**config.mk**
```make
export PLATFORM = sky130hd
export DESIGN_NAME = rename_top
export DESIGN_NICKNAME = d
export VERILOG_FILES = /design/src/common/rename_pkg.sv /design/src/rtl/decode/insn_decode.sv /design/src/rtl/rename/rename_map.sv /design/src/rtl/rename/free_list.sv /design/src/rtl/rename/rename_stage.sv /design/src/rtl/retire_queue.sv /design/src/rtl/rename_top.sv
export SDC_FILE = /design/constraint.sdc
export NUM_CORES = 2
export LEC_CHECK = 0
export BUFFER_PORTS_ARGS = -buffer_cell sky130_fd_sc_hd__buf_4
export CAP_MARGIN = 20
export CORE_MARGIN = 5
export CORE_UTILIZATION = 50
export DETAILED_ROUTE_END_ITERATION = 10
export PLACE_DENSITY_LB_ADDON = 0.05
export SLEW_MARGIN = 10
export SYNTH_ARGS = -nofsm -noshare
export SYNTH_HDL_FRONTEND = slang
export SYNTH_SLANG_ARGS = --single-unit
```
**constraint.sdc**
```tcl
create_clock -name clk -period 4.49 [get_ports clk]
set_input_delay 0.449 -clock clk [delete_from_list [all_inputs] [get_ports clk]]
set_output_delay 0.449 -clock clk [all_outputs]
set_load 0.005 [all_outputs]
```
**src/common/rename_pkg.sv**
```systemverilog
package rename_pkg;

  // architectural and physical register file sizes
  localparam int ARCH_REGS = 32;
  localparam int PHYS_REGS = 64;
  localparam int AREG_W = 5;
  localparam int PREG_W = 6;

  // group width
  localparam int SLOTS = 2;

  // retire queue sizing
  localparam int RQ_DEPTH = 16;
  localparam int RQ_PTR_W = 4;
  // occupancy 0..RQ_DEPTH
  localparam int RQ_CNT_W = 5;

  // free count 0..PHYS_REGS
  localparam int FREE_CNT_W = 7;

  // opcodes that write rd
  localparam logic [6:0] OPC_OP = 7'b0110011;
  localparam logic [6:0] OPC_IMM = 7'b0010011;

  // register-register form
  typedef struct packed {
    logic [6:0] funct7;
    logic [4:0] rs2;
    logic [4:0] rs1;
    logic [2:0] funct3;
    logic [4:0] rd;
    logic [6:0] opcode;
  } insn_r_t;

  // register-immediate form, imm12 overlays funct7 and rs2
  typedef struct packed {
    logic [11:0] imm12;
    logic [4:0] rs1;
    logic [2:0] funct3;
    logic [4:0] rd;
    logic [6:0] opcode;
  } insn_i_t;

  typedef union packed {
    insn_r_t r;
    insn_i_t i;
  } insn_word_t;

endpackage

```
**src/rtl/decode/insn_decode.sv**
```systemverilog
module insn_decode (
  input  logic clk,
  input  logic rst,
  input  logic in_valid,
  output logic in_ready,
  input  logic [rename_pkg::SLOTS-1:0] in_slot_en,
  input  rename_pkg::insn_word_t [rename_pkg::SLOTS-1:0] in_insn,
  output logic dec_valid,
  input  logic dec_ready,
  output logic [rename_pkg::SLOTS-1:0] dec_slot_en,
  output logic [rename_pkg::SLOTS-1:0][rename_pkg::AREG_W-1:0] dec_rs1,
  output logic [rename_pkg::SLOTS-1:0][rename_pkg::AREG_W-1:0] dec_rs2,
  output logic [rename_pkg::SLOTS-1:0] dec_rs2_en,
  output logic [rename_pkg::SLOTS-1:0][rename_pkg::AREG_W-1:0] dec_rd,
  output logic [rename_pkg::SLOTS-1:0] dec_wr_en
);
  import rename_pkg::*;

  logic [SLOTS-1:0] is_op;
  logic [SLOTS-1:0] is_imm;
  logic [SLOTS-1:0][AREG_W-1:0] nxt_rs1;
  logic [SLOTS-1:0][AREG_W-1:0] nxt_rs2;
  logic [SLOTS-1:0][AREG_W-1:0] nxt_rd;
  logic [SLOTS-1:0] nxt_rs2_en;
  logic [SLOTS-1:0] nxt_wr_en;

  // opcode through each view, then the register fields
  always_comb begin
    for (int s = 0; s < SLOTS; s++) begin
      is_op[s] = in_insn[s].r.opcode == OPC_OP;
      is_imm[s] = in_insn[s].i.opcode == OPC_IMM;
      // rs1 and rd share their bits in both forms
      nxt_rs1[s] = in_insn[s].r.rs1;
      nxt_rd[s] = in_insn[s].r.rd;
      // only reg-reg reads a second source, elsewhere rs2 bits are immediate
      nxt_rs2[s] = is_op[s] ? in_insn[s].r.rs2 : '0;
      nxt_rs2_en[s] = in_slot_en[s] && is_op[s];
      // x0 is never renamed
      nxt_wr_en[s] = in_slot_en[s] && (is_op[s] || is_imm[s]) && (nxt_rd[s] != '0);
    end
  end

  // single stage skid-free output register
  assign in_ready = !dec_valid || dec_ready;

  always_ff @(posedge clk) begin
    if (rst) begin
      dec_valid <= 1'b0;
    end else if (in_ready) begin
      dec_valid <= in_valid;
    end
  end

  // payload loads on the input handshake only
  always_ff @(posedge clk) begin
    if (in_valid && in_ready) begin
      dec_slot_en <= in_slot_en;
      dec_rs1 <= nxt_rs1;
      dec_rs2 <= nxt_rs2;
      dec_rs2_en <= nxt_rs2_en;
      dec_rd <= nxt_rd;
      dec_wr_en <= nxt_wr_en;
    end
  end

endmodule

```
**src/rtl/rename/rename_map.sv**
```systemverilog
module rename_map (
  input  logic clk,
  input  logic rst,
  input  logic [rename_pkg::SLOTS-1:0][rename_pkg::AREG_W-1:0] rs1,
  input  logic [rename_pkg::SLOTS-1:0][rename_pkg::AREG_W-1:0] rs2,
  input  logic [rename_pkg::SLOTS-1:0][rename_pkg::AREG_W-1:0] rd,
  input  logic [rename_pkg::SLOTS-1:0] wr_en,
  input  logic [rename_pkg::SLOTS-1:0][rename_pkg::PREG_W-1:0] new_preg,
  output logic [rename_pkg::SLOTS-1:0][rename_pkg::PREG_W-1:0] psrc1,
  output logic [rename_pkg::SLOTS-1:0][rename_pkg::PREG_W-1:0] psrc2,
  output logic [rename_pkg::SLOTS-1:0][rename_pkg::PREG_W-1:0] pold
);
  import rename_pkg::*;

  // speculative arch to phys table
  logic [ARCH_REGS-1:0][PREG_W-1:0] map_q;

  // lookups, each slot sees the writes of all older slots in the group
  always_comb begin
    for (int s = 0; s < SLOTS; s++) begin
      psrc1[s] = map_q[rs1[s]];
      psrc2[s] = map_q[rs2[s]];
      pold[s] = map_q[rd[s]];
      // youngest older writer wins
      for (int o = 0; o < s; o++) begin
        if (wr_en[o] && rd[o] == rs1[s]) begin
          psrc1[s] = new_preg[o];
        end
        if (wr_en[o] && rd[o] == rs2[s]) begin
          psrc2[s] = new_preg[o];
        end
        if (wr_en[o] && rd[o] == rd[s]) begin
          pold[s] = new_preg[o];
        end
      end
    end
  end

  always_ff @(posedge clk) begin
    if (rst) begin
      // identity mapping out of reset
      for (int a = 0; a < ARCH_REGS; a++) begin
        map_q[a] <= PREG_W'(a);
      end
    end else begin
      // later slot overrides on same rd
      for (int s = 0; s < SLOTS; s++) begin
        if (wr_en[s]) begin
          map_q[rd[s]] <= new_preg[s];
        end
      end
    end
  end

endmodule

```
**src/rtl/rename/free_list.sv**
```systemverilog
module free_list (
  input  logic clk,
  input  logic rst,
  input  logic [rename_pkg::SLOTS-1:0] pop_en,
  input  logic [rename_pkg::SLOTS-1:0] push_en,
  input  logic [rename_pkg::SLOTS-1:0][rename_pkg::PREG_W-1:0] push_reg,
  output logic [rename_pkg::SLOTS-1:0][rename_pkg::PREG_W-1:0] head_preg,
  output logic [rename_pkg::FREE_CNT_W-1:0] num_free
);
  import rename_pkg::*;

  // circular queue of free phys reg numbers
  logic [PHYS_REGS-1:0][PREG_W-1:0] fifo_q;

  // tail is the read side, head the write side
  // both wrap naturally at PHYS_REGS
  logic [PREG_W-1:0] tail_q;
  logic [PREG_W-1:0] head_q;
  logic [FREE_CNT_W-1:0] count_q;

  logic [FREE_CNT_W-1:0] num_pop;
  logic [FREE_CNT_W-1:0] num_push;
  logic [SLOTS-1:0][PREG_W-1:0] push_addr;

  always_comb begin
    num_pop = '0;
    num_push = '0;
    for (int s = 0; s < SLOTS; s++) begin
      // pushes packed in slot order behind head
      push_addr[s] = head_q + PREG_W'(num_push);
      num_push = num_push + FREE_CNT_W'(push_en[s]);
      num_pop = num_pop + FREE_CNT_W'(pop_en[s]);
    end
  end

  // oldest free regs first
  always_comb begin
    for (int s = 0; s < SLOTS; s++) begin
      head_preg[s] = fifo_q[tail_q + PREG_W'(s)];
    end
  end

  assign num_free = count_q;

  always_ff @(posedge clk) begin
    if (rst) begin
      // regs above the arch set start out free, lowest first
      tail_q <= '0;
      head_q <= PREG_W'(PHYS_REGS - ARCH_REGS);
      count_q <= FREE_CNT_W'(PHYS_REGS - ARCH_REGS);
      for (int i = 0; i < PHYS_REGS; i++) begin
        fifo_q[i] <= PREG_W'(ARCH_REGS + i);
      end
    end else begin
      for (int s = 0; s < SLOTS; s++) begin
        if (push_en[s]) begin
          fifo_q[push_addr[s]] <= push_reg[s];
        end
      end
      tail_q <= tail_q + PREG_W'(num_pop);
      head_q <= head_q + PREG_W'(num_push);
      // callers keep this within 0..PHYS_REGS
      count_q <= count_q + num_push - num_pop;
    end
  end

endmodule

```
**src/rtl/rename/rename_stage.sv**
```systemverilog
module rename_stage (
  input  logic clk,
  input  logic rst,
  input  logic dec_valid,
  output logic dec_ready,
  input  logic [rename_pkg::SLOTS-1:0] dec_slot_en,
  input  logic [rename_pkg::SLOTS-1:0][rename_pkg::AREG_W-1:0] dec_rs1,
  input  logic [rename_pkg::SLOTS-1:0][rename_pkg::AREG_W-1:0] dec_rs2,
  input  logic [rename_pkg::SLOTS-1:0] dec_rs2_en,
  input  logic [rename_pkg::SLOTS-1:0][rename_pkg::AREG_W-1:0] dec_rd,
  input  logic [rename_pkg::SLOTS-1:0] dec_wr_en,
  output logic ren_valid,
  input  logic ren_ready,
  output logic [rename_pkg::SLOTS-1:0] ren_slot_en,
  output logic [rename_pkg::SLOTS-1:0][rename_pkg::PREG_W-1:0] ren_pdst,
  output logic [rename_pkg::SLOTS-1:0][rename_pkg::PREG_W-1:0] ren_psrc1,
  output logic [rename_pkg::SLOTS-1:0][rename_pkg::PREG_W-1:0] ren_psrc2,
  output logic [rename_pkg::SLOTS-1:0] ren_src2_en,
  output logic [rename_pkg::SLOTS-1:0][rename_pkg::PREG_W-1:0] ren_pold,
  output logic [rename_pkg::SLOTS-1:0] ren_wr_en,
  input  logic [rename_pkg::FREE_CNT_W-1:0] num_free,
  input  logic [rename_pkg::SLOTS-1:0][rename_pkg::PREG_W-1:0] head_preg,
  output logic [rename_pkg::SLOTS-1:0] pop_en,
  input  logic [rename_pkg::RQ_CNT_W-1:0] rq_space,
  output logic [rename_pkg::SLOTS-1:0] rq_push_en,
  output logic [rename_pkg::SLOTS-1:0][rename_pkg::PREG_W-1:0] rq_pold,
  output logic [rename_pkg::SLOTS-1:0] rq_wr_en
);
  import rename_pkg::*;

  logic [FREE_CNT_W-1:0] wr_cnt;
  logic [RQ_CNT_W-1:0] uop_cnt;
  logic [SLOTS-1:0][PREG_W-1:0] new_preg;
  logic [SLOTS-1:0] map_wr;
  logic [SLOTS-1:0][PREG_W-1:0] psrc1;
  logic [SLOTS-1:0][PREG_W-1:0] psrc2;
  logic [SLOTS-1:0][PREG_W-1:0] pold;
  logic out_free;
  logic accept;
  int unsigned alloc_idx;

  // count demand and hand out free regs to writers in slot order
  always_comb begin
    wr_cnt = '0;
    uop_cnt = '0;
    alloc_idx = 0;
    for (int s = 0; s < SLOTS; s++) begin
      new_preg[s] = head_preg[alloc_idx];
      alloc_idx = alloc_idx + 32'(dec_wr_en[s]);
      wr_cnt = wr_cnt + FREE_CNT_W'(dec_wr_en[s]);
      uop_cnt = uop_cnt + RQ_CNT_W'(dec_slot_en[s]);
    end
  end

  // output reg empty or draining
  assign out_free = !ren_valid || ren_ready;
  // shortage of regs or queue space stalls like back-pressure
  assign dec_ready = out_free && (num_free >= wr_cnt) && (rq_space >= uop_cnt);
  assign accept = dec_valid && dec_ready;

  // map, free list and retire queue all move on the accept edge
  assign map_wr = dec_wr_en & {SLOTS{accept}};
  assign pop_en = map_wr;
  assign rq_push_en = dec_slot_en & {SLOTS{accept}};
  assign rq_pold = pold;
  assign rq_wr_en = dec_wr_en;

  rename_map u_rename_map (
    .clk      (clk),
    .rst      (rst),
    .rs1      (dec_rs1),
    .rs2      (dec_rs2),
    .rd       (dec_rd),
    .wr_en    (map_wr),
    .new_preg (new_preg),
    .psrc1    (psrc1),
    .psrc2    (psrc2),
    .pold     (pold)
  );

  always_ff @(posedge clk) begin
    if (rst) begin
      ren_valid <= 1'b0;
    end else if (out_free) begin
      ren_valid <= accept;
    end
  end

  // renamed group, held while ren_ready is low
  always_ff @(posedge clk) begin
    if (accept) begin
      ren_slot_en <= dec_slot_en;
      ren_psrc1 <= psrc1;
      ren_psrc2 <= psrc2;
      ren_src2_en <= dec_rs2_en;
      ren_wr_en <= dec_wr_en;
      for (int s = 0; s < SLOTS; s++) begin
        // non-writing slots carry zero dst and pold
        ren_pdst[s] <= dec_wr_en[s] ? new_preg[s] : '0;
        ren_pold[s] <= dec_wr_en[s] ? pold[s] : '0;
      end
    end
  end

endmodule

```
**src/rtl/retire_queue.sv**
```systemverilog
module retire_queue (
  input  logic clk,
  input  logic rst,
  input  logic [rename_pkg::SLOTS-1:0] rq_push_en,
  input  logic [rename_pkg::SLOTS-1:0][rename_pkg::PREG_W-1:0] rq_pold,
  input  logic [rename_pkg::SLOTS-1:0] rq_wr_en,
  output logic [rename_pkg::RQ_CNT_W-1:0] rq_space,
  input  logic commit_valid,
  input  logic commit_two,
  output logic commit_ready,
  output logic [rename_pkg::SLOTS-1:0] freed_en,
  output logic [rename_pkg::SLOTS-1:0][rename_pkg::PREG_W-1:0] freed_preg
);
  import rename_pkg::*;

  // per entry: replaced phys reg and whether the uop wrote at all
  logic [RQ_DEPTH-1:0][PREG_W-1:0] pold_q;
  logic [RQ_DEPTH-1:0] wr_q;

  logic [RQ_PTR_W-1:0] rd_ptr;
  logic [RQ_PTR_W-1:0] wr_ptr;
  logic [RQ_CNT_W-1:0] count_q;

  logic [RQ_CNT_W-1:0] commit_cnt;
  logic [RQ_CNT_W-1:0] num_push;
  logic [RQ_CNT_W-1:0] num_pop;
  logic [SLOTS-1:0][RQ_PTR_W-1:0] push_addr;
  logic commit_fire;

  assign rq_space = RQ_CNT_W'(RQ_DEPTH) - count_q;

  // one or two oldest uops per handshake
  assign commit_cnt = commit_two ? RQ_CNT_W'(2) : RQ_CNT_W'(1);
  assign commit_ready = count_q >= commit_cnt;
  assign commit_fire = commit_valid && commit_ready;
  assign num_pop = commit_fire ? commit_cnt : '0;

  always_comb begin
    num_push = '0;
    for (int s = 0; s < SLOTS; s++) begin
      push_addr[s] = wr_ptr + RQ_PTR_W'(num_push);
      num_push = num_push + RQ_CNT_W'(rq_push_en[s]);
    end
  end

  // freed regs go straight to the free list on the commit edge
  always_comb begin
    for (int s = 0; s < SLOTS; s++) begin
      freed_preg[s] = pold_q[rd_ptr + RQ_PTR_W'(s)];
      freed_en[s] = commit_fire && (RQ_CNT_W'(s) < commit_cnt) &&
                    wr_q[rd_ptr + RQ_PTR_W'(s)];
    end
  end

  always_ff @(posedge clk) begin
    if (rst) begin
      rd_ptr <= '0;
      wr_ptr <= '0;
      count_q <= '0;
    end else begin
      rd_ptr <= rd_ptr + RQ_PTR_W'(num_pop);
      wr_ptr <= wr_ptr + RQ_PTR_W'(num_push);
      count_q <= count_q + num_push - num_pop;
    end
  end

  // entry payload, meaningful only below count_q
  always_ff @(posedge clk) begin
    for (int s = 0; s < SLOTS; s++) begin
      if (rq_push_en[s]) begin
        pold_q[push_addr[s]] <= rq_pold[s];
        wr_q[push_addr[s]] <= rq_wr_en[s];
      end
    end
  end

endmodule

```
**src/rtl/rename_top.sv**
```systemverilog
module rename_top (
  input  logic clk,
  input  logic rst,
  input  logic in_valid,
  output logic in_ready,
  input  logic [rename_pkg::SLOTS-1:0] in_slot_en,
  input  rename_pkg::insn_word_t [rename_pkg::SLOTS-1:0] in_insn,
  output logic ren_valid,
  input  logic ren_ready,
  output logic [rename_pkg::SLOTS-1:0] ren_slot_en,
  output logic [rename_pkg::SLOTS-1:0][rename_pkg::PREG_W-1:0] ren_pdst,
  output logic [rename_pkg::SLOTS-1:0][rename_pkg::PREG_W-1:0] ren_psrc1,
  output logic [rename_pkg::SLOTS-1:0][rename_pkg::PREG_W-1:0] ren_psrc2,
  output logic [rename_pkg::SLOTS-1:0] ren_src2_en,
  output logic [rename_pkg::SLOTS-1:0][rename_pkg::PREG_W-1:0] ren_pold,
  output logic [rename_pkg::SLOTS-1:0] ren_wr_en,
  input  logic commit_valid,
  input  logic commit_two,
  output logic commit_ready,
  output logic [rename_pkg::SLOTS-1:0] freed_en,
  output logic [rename_pkg::SLOTS-1:0][rename_pkg::PREG_W-1:0] freed_preg
);
  import rename_pkg::*;

  // decode to rename
  logic dec_valid;
  logic dec_ready;
  logic [SLOTS-1:0] dec_slot_en;
  logic [SLOTS-1:0][AREG_W-1:0] dec_rs1;
  logic [SLOTS-1:0][AREG_W-1:0] dec_rs2;
  logic [SLOTS-1:0] dec_rs2_en;
  logic [SLOTS-1:0][AREG_W-1:0] dec_rd;
  logic [SLOTS-1:0] dec_wr_en;

  // free list and retire queue hookup
  logic [FREE_CNT_W-1:0] num_free;
  logic [SLOTS-1:0][PREG_W-1:0] head_preg;
  logic [SLOTS-1:0] pop_en;
  logic [RQ_CNT_W-1:0] rq_space;
  logic [SLOTS-1:0] rq_push_en;
  logic [SLOTS-1:0][PREG_W-1:0] rq_pold;
  logic [SLOTS-1:0] rq_wr_en;

  insn_decode u_insn_decode (
    .clk(clk), .rst(rst),
    .in_valid(in_valid), .in_ready(in_ready),
    .in_slot_en(in_slot_en), .in_insn(in_insn),
    .dec_valid(dec_valid), .dec_ready(dec_ready),
    .dec_slot_en(dec_slot_en), .dec_rs1(dec_rs1), .dec_rs2(dec_rs2),
    .dec_rs2_en(dec_rs2_en), .dec_rd(dec_rd), .dec_wr_en(dec_wr_en)
  );

  rename_stage u_rename_stage (
    .clk(clk), .rst(rst),
    .dec_valid(dec_valid), .dec_ready(dec_ready),
    .dec_slot_en(dec_slot_en), .dec_rs1(dec_rs1), .dec_rs2(dec_rs2),
    .dec_rs2_en(dec_rs2_en), .dec_rd(dec_rd), .dec_wr_en(dec_wr_en),
    .ren_valid(ren_valid), .ren_ready(ren_ready), .ren_slot_en(ren_slot_en),
    .ren_pdst(ren_pdst), .ren_psrc1(ren_psrc1), .ren_psrc2(ren_psrc2),
    .ren_src2_en(ren_src2_en), .ren_pold(ren_pold), .ren_wr_en(ren_wr_en),
    .num_free(num_free), .head_preg(head_preg), .pop_en(pop_en),
    .rq_space(rq_space), .rq_push_en(rq_push_en),
    .rq_pold(rq_pold), .rq_wr_en(rq_wr_en)
  );

  retire_queue u_retire_queue (
    .clk(clk), .rst(rst),
    .rq_push_en(rq_push_en), .rq_pold(rq_pold), .rq_wr_en(rq_wr_en),
    .rq_space(rq_space),
    .commit_valid(commit_valid), .commit_two(commit_two),
    .commit_ready(commit_ready),
    .freed_en(freed_en), .freed_preg(freed_preg)
  );

  // committed old regs return to the free list
  free_list u_free_list (
    .clk(clk), .rst(rst),
    .pop_en(pop_en), .push_en(freed_en), .push_reg(freed_preg),
    .head_preg(head_preg), .num_free(num_free)
  );

endmodule

```
==> flow_summary.json <==
{
  "status": "finished, final reports clean",
  "die_area_sq_um": 118000,
  "die_y_um": 343,
  "place_inst": 6653,
  "netlist_top_cells_count": "dfxtp_1, mux4_2, mux2i_1, nor2_1, nand2_1",
  "worstPathArrival_ns": 4.91,
  "final.min_clock_period_ns": 4.30,
  "cts_tree": "done",
  "drt-vias-per-instance": 7.14,
  "drt-initial-drc-count": 6376,
  "placementRows": 122,
  "synth.area.top_cells": "dfxtp_1, mux4_2, mux2i_1, mux2_2, edfxtp_1",
  "clk_pin_slew_worst_paths_ns": 0.06,
  "power_density_nw_per_um2": 425,
  "gr-usage-all-layers_pct": 38.2,
  "drc": 0,
  "htree_levels": 3,
  "ir_drop_v": 0.000432,
  "synth-xor-area-share_pct": 0.801,
  "hold_violations": 0,
  "wire_per_inst_um": 33.7,
  "synthSimpleGateAreaFrac_pct": 12.4,
  "numCtsBuffers": 94,
  "vias": 49000,
  "skew_ns": 0.0244,
  "gp_congestion": 1.05,
  "antenna_found_initial": 8,
  "final_nets": 5418,
  "worstSkewPairLatency_ns": 0.71,
  "grt_max_degree": 146,
  "max_freq_mhz": 232,
  "slowest_stage": "mux4_1",
  "wirelength_um": 231000,
  "max_slew_margin_pct": 18.3,
  "timing_worst_slew_pin_value_ns": 1.23,
  "rsz0062_at_grt": "true",
  "drive_gt1_share_pct": 30.1,
  "place_ws_ns": 0.0284,
  "hold_path_class": "input pin to flip-flop",
  "synth_edf_count": 90,
  "async_reset_ff_share_pct": 0,
  "utilization_pct": 56.7,
  "cts.sinks": 812,
  "setup_viol": 0,
  "synth.most_common_cell": "dfxtp_1",
  "io_pins": 143,
  "grt_pass1_vias": 46000,
  "syn-num-nets": 5377,
  "maxSlewViolCount": 0,
  "final_cells": 6859,
  "crit_type": "flip-flop to flip-flop",
  "drtPass1Iterations": 8,
  "synth-seq-cells": 812,
  "max_stage_delay_ns": 0.60,
  "setup_ws_ns": 0.187,
  "cts-root-buf": "clkbuf_16",
  "crit_required_ns": 5.09,
  "clock_path_buffers": 3,
  "ys_seq_area_share_pct": 30.9,
  "synth.cell_area_sq_um": 55500,
  "hold_slack_ns": 0.0242,
  "cap_violations": 0,
  "die_w_um": 343,
  "path_delay_family": "multiplexers",
  "dp_hpwl_um": 160000,
  "area_growth_pct": 12.9,
  "synth_compound_area_share_pct": 14.4,
  "numPortBuffers": 122,
  "netlist_instances": 5250,
  "overflow": 0,
  "synthMuxAreaShare_pct": 35.0,
  "crit_path_start_kind": "flip-flop",
  "post-route-period-util_pct": 95.8,
  "ant_nets": 0,
  "syn_avg_cell_area_sq_um": 10.6,
  "start_util_pct": 50.3,
  "ys_warn_count": 0,
  "end_kind": "flip-flop",
  "path_buf_inv": 4,
  "cp_common_cell": "buf_4",
  "synth_top_family_by_area": "multiplexers",
  "crit_fanout": 12,
  "crit_path_cell_trace": "mux4_1 -> mux4_2 -> o211ai_4 -> inv_6 -> ha_1 -> ha_1 -> xnor2_1 -> buf_4 -> nand2_1 -> buf_4 -> buf_4 -> nor4_4 -> a21oi_1 -> a221oi_1",
  "synth_area_leader_cell": "dfxtp_1",
  "synth_cell_type_count": 100,
  "coreArea_sq_um": 110000,
  "synth-main-ff-cell": "dfxtp_1",
  "p_leak_nw": 21.0,
  "grt_pass1_wl_um": 333000,
  "synth_top_area_share_pct": 26.1,
  "yosys.area_share.adder_pct": 1.35
}
==> layout by cell type, fill, tap and decap left out, drive strengths merged, types with 20 or more instances in the layout <==
cell | Yosys | routed
a211o | 21 | 21
a211oi | 285 | 285
a21oi | 231 | 231
a22oi | 170 | 170
and2 | 41 | 41
and3 | 26 | 26
buf | 253 | 450
clkbuf | 278 | 135
clkinv | 7 | 28
dfxtp | 722 | 722
dlygate4sd3 | 0 | 22
edfxtp | 90 | 90
ha | 47 | 47
inv | 73 | 76
mux2 | 296 | 296
mux2i | 409 | 409
mux4 | 529 | 529
nand2 | 309 | 309
nand2b | 39 | 39
nand3 | 93 | 93
nand4 | 25 | 25
nor2 | 371 | 371
nor2b | 32 | 32
nor3 | 220 | 220
nor4 | 66 | 66
o211ai | 68 | 68
o21ai | 159 | 159
o22ai | 126 | 126
xnor2 | 29 | 29
xor2 | 20 | 20
==> logic make-up after synthesis <==
logic type | after synthesis
simple gates | 1307
mux | 1234
compound gates | 1182
flops | 812
buf+inv | 611
fa+ha+maj | 55
xor+xnor | 49
==> power breakdown <==
part,switching (mW),internal (mW),total [mW],leakage (nW)
clock network,3.37,4.76,8.13,1.56
registers,0.472,7.76,8.24,6.71
logic,7.00,3.26,10.3,12.7
total,10.8,15.8,26.6,21.0
==> metal layers <==
| layer | up-vias | wire [um] | global-route usage (%) | part of all wire (%) |
|---|---|---|---|---|
| met2 | 3277 | 102000 | 58.3 | 44 |
| met4 | 2 | 17600 | 23.1 | 7.6 |
| met3 | 754 | 24400 | 9.53 | 11 |
| li1 | 20600 | - | - | - |
| met1 | 24400 | 87200 | 49.2 | 38 |
| met5 | - | 15 | 0 | 0.0065 |
==> flip-flops by register name, summed over array words and instances (netlist names), 7 cells and up <==
name and count:
u_free_list.fifo_q 384, u_free_list.num_free 7, u_insn_decode.dec_rd 10, u_insn_decode.dec_rs1 10
u_insn_decode.dec_rs2 10, u_rename_stage.ren_pdst 12, u_rename_stage.ren_pold 12, u_rename_stage.ren_psrc1 12
u_rename_stage.ren_psrc2 12, u_rename_stage.u_rename_map.map_q 192, u_retire_queue.pold_q 96, u_retire_queue.wr_q 16
==> worst register-to-register path: stages, from the launching register on <==
cell	delay, ns
dfxtp_4	0.45
mux4_1	0.60
mux4_2	0.56
o211ai_4	0.15
inv_6	0.08
ha_1	0.21
ha_1	0.27
xnor2_1	0.28
buf_4	0.17
nand2_1	0.20
buf_4	0.23
buf_4	0.15
nor4_4	0.44
a21oi_1	0.08
a221oi_1	0.32
==> final timing paths <==
check,end,slack (ns),from,cells past startpoint
worst max-delay path,u_free_list.fifo_q[158],0.19,u_retire_queue.rd_ptr[0],14
worst min register to register,u_rename_stage.ren_src2_en[0],0.42,u_insn_decode.dec_rs2_en[0],0
worst max register to register,u_free_list.fifo_q[158],0.19,u_retire_queue.rd_ptr[0],14
worst min-delay path,u_insn_decode.dec_valid,0.02,in_valid,3
==> per-stage QoR <==
stage	TNS [ns]	power, mW	cell area, sq um
final	0	26.6	62600
after detailed placement	0	18.3	59000
after global placement	0	18.3	59000
after global routing	-0.00806	27.3	62600
after floorplan	0	13.8	55500
after CTS	0	26.4	62400
==> what timing repair did <==
item                                    4_1_cts  5_1_grt
hold buffers                                 22        0
gates resized for setup                       1       12
pin swaps                                     0        3
hold endpoints to repair                     22        0
setup buffers                                 0        1
endpoints found under the setup margin        1       24
==> final cells by class <==
cell class                 count  area (sq um)
fill                        9493         47700
multi-input combinational   3827         36000
sequential                   812         17200
timing repair buffer         476          4060
clock buffer                 131          2700
tap                         1488          1860
clock inverter                39           494
inverter                      80           305
antenna                        6          15.0
No activity file was read; power rests on OpenSTA's default activity.
